==> src/verilog/dcache_pkg.sv <==
// geometry is fixed here; changing SET_BITS or OFFSET_BITS reshapes the address union
package dcache_pkg;

	//------------------------------------------------------------
	// geometry
	//------------------------------------------------------------
	localparam int WORD_BITS       = 32;
	localparam int WORD_ADDR_BITS  = 30;  // processor word address
	localparam int OFFSET_BITS     = 2;   // word within block
	localparam int SET_BITS        = 2;
	localparam int TAG_BITS        = WORD_ADDR_BITS - SET_BITS - OFFSET_BITS;
	localparam int BLOCK_ADDR_BITS = WORD_ADDR_BITS - OFFSET_BITS;
	localparam int NUM_WAYS        = 2;
	localparam int NUM_SETS        = 1 << SET_BITS;
	localparam int WORDS_PER_BLOCK = 1 << OFFSET_BITS;

	typedef logic [WORD_BITS-1:0] word_t;
	typedef logic [WORDS_PER_BLOCK*WORD_BITS-1:0] block_t;  // word 0 in low bits

	// cache view of a word address
	typedef struct packed {
		logic [TAG_BITS-1:0]    tag;
		logic [SET_BITS-1:0]    set;
		logic [OFFSET_BITS-1:0] offset;
	} cache_view_t;

	// memory view as block address plus word offset
	typedef struct packed {
		logic [BLOCK_ADDR_BITS-1:0] block_addr;
		logic [OFFSET_BITS-1:0]     offset;
	} mem_view_t;

	typedef union packed {
		cache_view_t cache;
		mem_view_t   mem;
	} proc_addr_u;

	typedef enum logic [1:0] {
		state_idle       = 2'd0,
		state_write_back = 2'd1,
		state_refill     = 2'd2
	} ctrl_state_e;

endpackage

==> src/verilog/cache_array_if.sv <==
// lookup side is combinational; rd_word and victim_block follow addr within the same cycle
`timescale 1ns/1ps

interface cache_array_if;
	import dcache_pkg::*;

	//------------------------------------------------------------
	// from the controller
	//------------------------------------------------------------
	proc_addr_u addr;
	logic       word_wr;      // single word write on a write hit
	word_t      wdata;
	logic       refill_wr;    // whole block from memory
	block_t     refill_data;
	logic       fill_way;

	// from the tag store
	logic                hit;  // does not look at the request
	logic                hit_way;
	logic                victim_way;
	logic                victim_valid;
	logic [TAG_BITS-1:0] victim_tag;

	// from the data store
	word_t  rd_word;
	block_t victim_block;

	modport ctrl (
		output addr, word_wr, wdata, refill_wr, refill_data, fill_way,
		input  hit, victim_way, victim_valid, victim_tag, victim_block
	);

	modport tags (
		input  addr, refill_wr, fill_way,
		output hit, hit_way, victim_way, victim_valid, victim_tag
	);

	modport data (
		input  addr, word_wr, wdata, refill_wr, refill_data, fill_way, hit_way, victim_way,
		output rd_word, victim_block
	);

endinterface

==> src/verilog/cache_tag_store.sv <==
// any hitting lookup counts as a use for replacement, so a stale idle address also touches it
`timescale 1ns/1ps

module cache_tag_store (
	input logic        clk,
	input logic        rst_n,
	cache_array_if.tags arr
);
	import dcache_pkg::*;

	logic [TAG_BITS-1:0] tag_mem [NUM_SETS][NUM_WAYS];
	logic [NUM_WAYS-1:0] valid [NUM_SETS];
	logic [NUM_SETS-1:0] mru;  // way used last in each set

	logic [SET_BITS-1:0] set_idx;
	logic [TAG_BITS-1:0] req_tag;
	logic [NUM_WAYS-1:0] match;
	logic                victim;

	assign set_idx = arr.addr.cache.set;
	assign req_tag = arr.addr.cache.tag;

	//------------------------------------------------------------
	// lookup
	//------------------------------------------------------------
	always_comb begin
		for (int w = 0; w < NUM_WAYS; w++) begin
			// full tag compare gated by valid
			match[w] = valid[set_idx][w] && (tag_mem[set_idx][w] == req_tag);
		end
	end

	assign arr.hit     = |match;
	assign arr.hit_way = match[1];

	// empty way first, then the one not used last
	always_comb begin
		if (!valid[set_idx][0]) begin
			victim = 1'b0;
		end else if (!valid[set_idx][1]) begin
			victim = 1'b1;
		end else begin
			victim = ~mru[set_idx];
		end
	end

	assign arr.victim_way   = victim;
	assign arr.victim_valid = valid[set_idx][victim];
	assign arr.victim_tag   = tag_mem[set_idx][victim];

	//------------------------------------------------------------
	// update
	//------------------------------------------------------------
	always_ff @(posedge clk) begin
		if (arr.refill_wr) begin
			tag_mem[set_idx][arr.fill_way] <= req_tag;
		end
	end

	always_ff @(posedge clk or negedge rst_n) begin
		if (!rst_n) begin
			for (int s = 0; s < NUM_SETS; s++) begin
				valid[s] <= '0;
			end
			mru <= '0;
		end else if (arr.refill_wr) begin
			valid[set_idx][arr.fill_way] <= 1'b1;
			mru[set_idx]                 <= arr.fill_way;
		end else if (arr.hit) begin
			mru[set_idx] <= arr.hit_way;  // hit access
		end
	end

	// a refill into a set already holding the tag would leave two copies
	a_single_way_hit: assert property (@(posedge clk) disable iff (!rst_n)
		$onehot0(match))
		else $error("tag matches both ways of set %0d", set_idx);

endmodule

==> src/verilog/cache_data_store.sv <==
// data array has no reset; contents are only meaningful for ways marked valid in the tag store
`timescale 1ns/1ps

module cache_data_store (
	input logic         clk,
	cache_array_if.data arr
);
	import dcache_pkg::*;

	word_t words [NUM_SETS][NUM_WAYS][WORDS_PER_BLOCK];

	logic [SET_BITS-1:0]    set_idx;
	logic [OFFSET_BITS-1:0] word_idx;

	assign set_idx  = arr.addr.cache.set;
	assign word_idx = arr.addr.cache.offset;

	//------------------------------------------------------------
	// read side
	//------------------------------------------------------------
	assign arr.rd_word = words[set_idx][arr.hit_way][word_idx];

	// whole victim block for write back
	always_comb begin
		for (int w = 0; w < WORDS_PER_BLOCK; w++) begin
			arr.victim_block[w*WORD_BITS +: WORD_BITS] = words[set_idx][arr.victim_way][w];
		end
	end

	//------------------------------------------------------------
	// write side
	//------------------------------------------------------------
	always_ff @(posedge clk) begin
		if (arr.refill_wr) begin
			for (int w = 0; w < WORDS_PER_BLOCK; w++) begin
				words[set_idx][arr.fill_way][w] <= arr.refill_data[w*WORD_BITS +: WORD_BITS];
			end
		end else if (arr.word_wr) begin
			words[set_idx][arr.hit_way][word_idx] <= arr.wdata;  // write hit
		end
	end

endmodule

==> src/verilog/cache_ctrl.sv <==
// blocking controller handling one request at a time; the request must stay unchanged while stalled
`timescale 1ns/1ps

module cache_ctrl (
	input  logic                                   clk,
	input  logic                                   rst_n,
	input  logic                                   proc_read,
	input  logic                                   proc_write,
	input  logic [dcache_pkg::WORD_ADDR_BITS-1:0]  proc_addr,
	input  dcache_pkg::word_t                      proc_wdata,
	output logic                                   proc_stall,
	output logic                                   mem_read,
	output logic                                   mem_write,
	output logic [dcache_pkg::BLOCK_ADDR_BITS-1:0] mem_addr,
	output dcache_pkg::block_t                     mem_wdata,
	input  dcache_pkg::block_t                     mem_rdata,
	input  logic                                   mem_ready,
	cache_array_if.ctrl                            arr
);
	import dcache_pkg::*;

	ctrl_state_e state;
	ctrl_state_e state_nxt;
	logic        req;
	logic        idle_hit;

	assign req      = proc_read | proc_write;
	assign idle_hit = (state == state_idle) && arr.hit;

	//------------------------------------------------------------
	// array controls
	//------------------------------------------------------------
	assign arr.addr        = proc_addr;
	assign arr.wdata       = proc_wdata;
	assign arr.word_wr     = idle_hit && proc_write;
	assign arr.refill_data = mem_rdata;
	assign arr.refill_wr   = (state == state_refill) && mem_ready;
	assign arr.fill_way    = arr.victim_way;  // stable until the refill edge

	// hit completes with no added cycle
	assign proc_stall = req && !idle_hit;

	//------------------------------------------------------------
	// memory port
	//------------------------------------------------------------
	assign mem_read  = (state == state_refill);
	assign mem_write = (state == state_write_back);
	assign mem_wdata = arr.victim_block;

	always_comb begin
		if (state == state_write_back) begin
			// victim block lives in the same set
			mem_addr = {arr.victim_tag, arr.addr.mem.block_addr[SET_BITS-1:0]};
		end else begin
			mem_addr = arr.addr.mem.block_addr;
		end
	end

	//------------------------------------------------------------
	// miss FSM
	//------------------------------------------------------------
	always_comb begin
		state_nxt = state;
		case (state)
			state_idle: begin
				if (req && !arr.hit) begin
					state_nxt = arr.victim_valid ? state_write_back : state_refill;
				end
			end
			state_write_back: begin
				if (mem_ready) begin
					state_nxt = state_refill;
				end
			end
			state_refill: begin
				if (mem_ready) begin
					state_nxt = state_idle;  // request retries as a hit
				end
			end
			default: begin
				state_nxt = state_idle;
			end
		endcase
	end

	always_ff @(posedge clk or negedge rst_n) begin
		if (!rst_n) begin
			state <= state_idle;
		end else begin
			state <= state_nxt;
		end
	end

	// memory request held until accepted
	a_mem_hold: assert property (@(posedge clk) disable iff (!rst_n)
		(mem_write && !mem_ready) |=> (mem_write && $stable(mem_addr)))
		else $error("write back dropped before mem_ready");

endmodule

==> src/verilog/dcache.sv <==
// two-way write-back data cache, four sets of four-word blocks, allocate on write miss
`timescale 1ns/1ps

module dcache (
	input  logic                                   clk,
	input  logic                                   rst_n,

	//------------------------------------------------------------
	// processor side
	//------------------------------------------------------------
	input  logic                                   proc_read,
	input  logic                                   proc_write,
	input  logic [dcache_pkg::WORD_ADDR_BITS-1:0]  proc_addr,
	input  dcache_pkg::word_t                      proc_wdata,
	output dcache_pkg::word_t                      proc_rdata,
	output logic                                   proc_stall,

	//------------------------------------------------------------
	// memory side
	//------------------------------------------------------------
	output logic                                   mem_read,
	output logic                                   mem_write,
	output logic [dcache_pkg::BLOCK_ADDR_BITS-1:0] mem_addr,
	output dcache_pkg::block_t                     mem_wdata,
	input  dcache_pkg::block_t                     mem_rdata,
	input  logic                                   mem_ready
);

	cache_array_if arr ();

	// read data comes straight from the array
	assign proc_rdata = arr.rd_word;

	cache_ctrl u_ctrl (
		.clk        (clk),
		.rst_n      (rst_n),
		.proc_read  (proc_read),
		.proc_write (proc_write),
		.proc_addr  (proc_addr),
		.proc_wdata (proc_wdata),
		.proc_stall (proc_stall),
		.mem_read   (mem_read),
		.mem_write  (mem_write),
		.mem_addr   (mem_addr),
		.mem_wdata  (mem_wdata),
		.mem_rdata  (mem_rdata),
		.mem_ready  (mem_ready),
		.arr        (arr.ctrl)
	);

	// tags, valid bits, replacement
	cache_tag_store u_tags (
		.clk   (clk),
		.rst_n (rst_n),
		.arr   (arr.tags)
	);

	cache_data_store u_data (
		.clk (clk),
		.arr (arr.data)
	);

endmodule

==> config.mk <==
export PLATFORM = sky130hd
export DESIGN_NAME = dcache
export DESIGN_NICKNAME = d
export VERILOG_FILES = /design/src/verilog/dcache_pkg.sv /design/src/verilog/cache_array_if.sv /design/src/verilog/cache_tag_store.sv /design/src/verilog/cache_data_store.sv /design/src/verilog/cache_ctrl.sv /design/src/verilog/dcache.sv
export SDC_FILE = /design/constraint.sdc
export NUM_CORES = 2
export LEC_CHECK = 0
export BUFFER_PORTS_ARGS = -buffer_cell sky130_fd_sc_hd__buf_2
export CELL_PAD_IN_SITES_DETAIL_PLACEMENT = 1
export CELL_PAD_IN_SITES_GLOBAL_PLACEMENT = 1
export CORE_ASPECT_RATIO = 1.25
export CORE_MARGIN = 8
export CORE_UTILIZATION = 30
export DETAILED_ROUTE_END_ITERATION = 12
export GPL_TIMING_DRIVEN = 0
export PLACE_DENSITY_LB_ADDON = 0.05
export SYNTH_ARGS = -nofsm -noshare
export SYNTH_HDL_FRONTEND = slang
export SYNTH_SLANG_ARGS = --single-unit
==> constraint.sdc <==
create_clock -name clk -period 6 [get_ports clk]
set_clock_uncertainty 0.1 [all_clocks]
set_input_delay 1.2 -clock clk [delete_from_list [all_inputs] [get_ports clk]]
set_output_delay 1.2 -clock clk [all_outputs]
set_load 0.005 [all_outputs]
---- Word-level counts from Yosys, hierarchy flattened ----
Memories as Yosys holds them, arrays and structs flattened.
Index checks and enable logic that the tools add are counted.
storage, ports and cells
  flip-flop bits (word level) ............. 14
  bits in writable memories ............... 1,232
  bits of input ports ..................... 195
  output and inout port bits .............. 191
  memories ................................ 2
memory list
  memory          words  width  read ports  clocked after Yosys merged registers in  write ports  RTL line                source
  u_data.words    4      256    1           0                                        1            cache_data_store.sv:10  word_t words [NUM_SETS][NUM_WAYS][WORDS_PER_BLOCK];
  u_tags.tag_mem  4      52     1           0                                        1            cache_tag_store.sv:11   logic [TAG_BITS-1:0] tag_mem [NUM_SETS][NUM_WAYS];
cells by class
  magnitude comparators ................... 12
  equal/unequal tests ..................... 7
  multiplexer cells ....................... 1,084
  bitwise logic cells ..................... 1,031
  reductions and logical operators ........ 19
operators with widths
  kind                count
  $mux 256            5
  $mux 1              1,034
  $or 1x1->1          1,025
  $mux 128            8
  $demux 128 s1       5
  $mux 32             4
  $mux 26             4
  $mux 96             1
  $bmux 32 s2         1
  $demux 32 s2        1
  $mux 64             1
  $eq 26x26->1        2
  $mux 52             1
  $mux 28             1
  $demux 26 s1        1
  $mux 2              7
  $logic_and 1x1->1   13
  $bwmux 4            2
  $mux 4              2
  $or 8x8->8          1
  $ge 3x3->1 const B  2
  $lt 3x1->1 const B  2
  $not 2->3           2
  $pmux 2 s3          1
  other kinds (22)    27

---- Logic depth before layout (Yosys ltp) ----
  depth in word-level cells ............... 16
  depth in mapped cells ................... 17

---- Modules after synthesis ----
Synthesis repeated with hierarchy kept, for this count alone.
second synthesis, totals
  cells, all modules ...................... 4,546
  area total of the unflattened synthesis .. 62,992.9 µm²
by module, submodules not included
  module            times used  cells an instance  area an instance (µm²)  sequential area each (µm²)
  cache_data_store  1           3,567              49,737.7                30,749.5
  cache_tag_store   1           613                10,289.9                6,546.3
  cache_ctrl        1           366                2,965.3                 50.0

---- Worst setup path before layout ----
No wires, ideal clock.
  path kind ............................... input to register
  from .................................... input port proc_addr[2] (netlist name)
  to ...................................... memory u_data.words[0][0] (netlist name) (enable)
  data arrival time ....................... 5.167 ns
  required time ........................... 5.468 ns
  path slack .............................. 0.301 ns
  stages .................................. 13
  buffers on the path ..................... 6
  cell sequence ........................... buf_6 > buf_12 > buf_12 > buf_12 > mux4_1 > xnor2_1 > nand4_1 > nor3_2 > and4_1 > buf_4 > nand3_2 > clkbuf_1 > a21oi_1
on the way
  word-level cells in the longest chain between the ends .. 14
RTL lines
  what                                                            RTL line                                                             source
  from (decl)                                                     dcache.sv:13                                                         input logic [dcache_pkg::WORD_ADDR_BITS-1:0] proc_addr,
  $not 2->3 (implied by the code)                                 cache_tag_store.sv:29, cache_tag_store.sv:38, cache_tag_store.sv:40
  $bmux 2 s2                                                      cache_tag_store.sv:29, cache_tag_store.sv:38, cache_tag_store.sv:40
  $mux 2 (implied by the code) (2 in series)                      cache_tag_store.sv:29, cache_tag_store.sv:38
  $mux 1                                                          cache_tag_store.sv:40                                                end else if (!valid[set_idx][1]) begin
  $mux 1                                                          cache_tag_store.sv:38                                                if (!valid[set_idx][0]) begin
  $not 1->2 (implied by the code)                                 cache_data_store.sv:36                                               words[set_idx][arr.fill_way][w] <= arr.refill_data[w*WORD_BITS +: WORD_BITS];
  $ge 2x2->1 (implied by the code) or $lt 2x1->1 (tied branches)  cache_data_store.sv:36
  $logic_and 1x1->1 (implied by the code)                         cache_data_store.sv:36
  $mux 32 (implied by the code)                                   cache_data_store.sv:36
  $demux 128 s1                                                   cache_data_store.sv:36
  $mux 256 (implied by the code)                                  cache_data_store.sv:36
  $or 1x1->1 (no line) (2 in series)                              n/a
  to (decl)                                                       cache_data_store.sv:10
Parallel ways exist; a longest one is shown, timed or not. The select of a mux whose other input is x is not followed.

---- Worst setup path in the final report ----
  from .................................... input port proc_addr[2] (netlist name)
  to ...................................... output port proc_rdata[21]
on the way
  word-level cells in the longest chain between the ends .. 12
RTL lines
  what                                                  RTL line                source
  branches (longest 6 deep; another with $mem_v2 4x52)  n/a
  $mux 128 (implied by the code) * (3 in series)        cache_data_store.sv:21  assign arr.rd_word = words[set_idx][arr.hit_way][word_idx];
  $bmux 32 s2 *                                         cache_data_store.sv:21
  $mux 32 (implied by the code) * (2 in series)         cache_data_store.sv:21
  to (decl)                                             dcache.sv:15            output dcache_pkg::word_t proc_rdata,
Mark *: on every way between the ends. The select of a mux whose other input is x is not followed.

==> results_dict.tcl <==
set metrics [dict create \
    outcome "complete, but fails checks" \
    violations "max-capacitance violations, max-slew violations, negative setup slack" \
    die_area_sq_um 198000 \
    use_met3 0.0632 \
    drt-initial-drc-count 3964 \
    critical_path.top_delay_family "multiplexers" \
    fin_crit_sh 1.00 \
    slowest_stage "mux4_2" \
    period_needed_ps 6020 \
    cp_num_buf_inv 5 \
    setup_violations 2 \
    fill_cells 18700 \
    post_dp_cell_area_sq_um 61500 \
    reg2reg_to "u_data.words[2][74]" \
    seq_area_frac_synth 0.677 \
    hold_violations 0 \
    synth_edf_count 1232 \
    crit_cells 13 \
    path_clk_slew_ps 60 \
    required_ps 4700 \
    cts_sinks 1246 \
    root_buffer "clkbuf_16" \
    rsz0062_at_grt "true" \
    syn_avg_cell_area_sq_um 15.8 \
    grt_max_degree 22 \
    ys.flop_type "edfxtp_1" \
    num_vias 37300 \
    worstPathArrival_ps 4720 \
    row_count 176 \
    drtAntennaViolNets 0 \
    start_util 0.301 \
    dr.pass1.iters 5 \
    regArea_sq_um 37300 \
    cp-endpoint "proc_rdata[21]" \
    io_pins 386 \
    met2_usage 0.471 \
    core-area_sq_um 183000 \
    holdWs_ps 214 \
    setup_ws_ps -23.1 \
    reg2reg_slack_ps 410 \
    grt_pass1_wl_microns 370000 \
    crit_chain "buf_16 > buf_16 > mux4_2 > xnor2_4 > nand4_1 > nor3_2 > and4_4 > buf_12 > buf_16 > mux2i_4 > o21ai_2 > a221o_1 > buf_2" \
    synth-async-reset-ratio 0.0112 \
    via_per_inst 5.61 \
    worstSetupEndpointType "primary output" \
    grt_antenna_before_repair 79 \
    stdcell_area_sq_um 67600 \
    routedWlPerCell_microns 43.3 \
    worst_r2r_path_depth 9 \
    crit_top_cell "buf_16" \
    cts_tree "built" \
    cts_buffer_depth 3 \
    r2r_start "u_tags.valid[4]" \
    ys_types 70 \
    dp_cells 6301 \
    start_kind "primary input" \
    slew_violations 55 \
    powerDensity_nw_per_um2 406 \
    p_leak_nw 23.0 \
    multi_input_area_sq_um 17300 \
    synthToLayoutAreaGrowth_pct 22.6 \
    fin_tns_setup_ps -32.6 \
    cp_max_fo 8 \
    die_h_microns 495 \
    drc_errors 0 \
    gp_congestion 0.956 \
    numCtsBuffers 141 \
    crit_type "primary input to primary output" \
    gr-total-overflow 0 \
    min_path_type "primary input to asynchronous set/reset pin" \
    grt_pass1_vias 37800 \
    post_layout_nonfiller_instances 6652 \
    busiest_layer "met2" \
    clk_latency_ps 810 \
    maxCapViolCount 6 \
    routed_wirelength_microns 288000 \
    synth_cells 3491 \
    drive_above_1_share 0.313 \
    synthesis.nets 3686 \
    fmax_ghz 0.166 \
    crit_start "proc_addr[2]" \
    hpwl_microns 221000 \
    slowest_delay_ps 580 \
    yosysWarnings 0 \
    netlist_area_sq_um 55100 \
    worstMarginPinSlew_ps 1590 \
    cts-htree-levels 4 \
    cts_hold_buf 0 \
    ir_drop_mv 0.241 \
    grtUsageMet1 0.342 \
    track_usage 0.284 \
    slew_headroom -0.0629 \
    finalNetCount 4299 \
    synth_seq_cells 1246 \
    die_x_microns 399 \
    io_buffers 350 \
]
-- layout by cell type, fill, tap and decap left out, drive strengths merged, types with 38 or more instances in the layout --
| cell type | netlist | layout |
|---|---|---|
| edfxtp | 1232 | 1232 |
| buf | 112 | 574 |
| nand2 | 487 | 487 |
| a21oi | 419 | 419 |
| mux4 | 335 | 335 |
| clkbuf | 153 | 329 |
| nor2 | 249 | 249 |
| mux2 | 86 | 86 |
| and2 | 72 | 72 |
| mux2i | 70 | 70 |
| clkinv | 0 | 61 |
| o21ai | 42 | 42 |
| diode | 0 | 39 |
| xnor2 | 38 | 38 |
-- cells in the mapped netlist (10+ instances only) --
cell | count | area share
nand3_1 | 17 | 0.0015
mux2_4 | 20 | 0.0054
clkbuf_1 | 153 | 0.010
mux2_2 | 57 | 0.012
and3_1 | 15 | 0.0017
o21ai_0 | 42 | 0.0038
nand4_1 | 13 | 0.0015
nor3_1 | 13 | 0.0012
and2_1 | 71 | 0.0081
nand2_1 | 487 | 0.033
buf_1 | 15 | 0.0010
buf_2 | 65 | 0.0059
xnor2_1 | 38 | 0.0060
nor2_1 | 249 | 0.017
buf_4 | 17 | 0.0023
or2_2 | 11 | 0.0012
a21oi_1 | 419 | 0.038
edfxtp_1 | 1232 | 0.67
dfrtp_1 | 14 | 0.0064
mux4_2 | 325 | 0.13
mux2i_1 | 70 | 0.013
mux4_1 | 10 | 0.0048
-- worst min path at each step --
stage / startpoint / to / slack (ps) / depth (start not counted)
floorplan: u_tags.valid[4] / u_tags.valid[4] / 330 / 1
global placement: u_tags.valid[4] / u_tags.valid[4] / 340 / 1
detailed placement: u_tags.valid[6] / u_tags.valid[6] / 350 / 1
CTS: rst_n / u_tags.valid[4] / 180 / 1
global route: rst_n / u_ctrl.state[0] / 210 / 1
finish: rst_n / u_ctrl.state[0] / 210 / 1
-- area by class of cell --
cell class,instances,share of cell area
diodes,39,0.00144
plain buffers,262,0.0260
clock buffers,172,0.0544
clock inverters,77,0.0112
inverters,8,0.000444
multi-input cells,1972,0.255
flip-flops and latches,1246,0.552
well taps,2403,0.0445
repair buffers,473,0.0543
-- routing by layer --
metal / up-vias / share of wire
met5: - / 0.00055
met4: 26 / 0.072
met3: 550 / 0.078
met2: 2005 / 0.48
met1: 19900 / 0.37
li1: 14900 / -
-- worst reg2reg max path, stage by stage, from the launching register on --
cell and delay, ps:
dfrtp_1 370, mux4_1 770, and2_0 340, nand2_1 210
clkbuf_1 600, clkbuf_2 770, clkbuf_1 1110, a21oi_4 520
buf_16 340, buf_16 190
-- metrics by stage --
step	worst slack [ps]	utilization	power, mW
floorplan	301	-	13.9
global placement	-5520	0.327	18.6
detailed placement	-2540	0.336	18.8
CTS	-157	0.366	27.5
global route	-23.5	0.369	28.1
finish	-23.1	0.369	27.4
-- what timing repair did --
| item | in CTS | in global routing |
|---|---|---|
| pin swaps | 16 | 16 |
| gates resized for setup | 231 | 28 |
| buffers inserted | 29 | 33 |
| endpoints found under the hold margin | 0 | 0 |
| cloned | 0 | 4 |
| endpoints found under the setup margin | 1393 | 50 |
-- sequential cells by signal (all words and copies together) (netlist names) --
name / flops
u_ctrl.state: 2
u_data.words: 1024
u_tags.mru: 4
u_tags.tag_mem: 208
u_tags.valid: 8
-- report_power, final --
group	switching (mW)	leakage, nW	internal (mW)
registers	0.132	11.3	10.6
logic	6.03	9.56	2.15
clock network	3.79	2.16	4.75
-- logic make-up (layout without fill, tap and decap cells) --
kind of cell | Yosys count | after routing | synth area share
compound gates | 520 | 520 | 0.0511
xor+xnor | 47 | 47 | 0.00747
simple gates | 914 | 914 | 0.0708
flops | 1246 | 1246 | 0.677
other cells | 0 | 39 | 0
buf+inv | 273 | 992 | 0.0241
mux | 491 | 491 | 0.169
No activity file was read; power rests on OpenSTA's default activity.
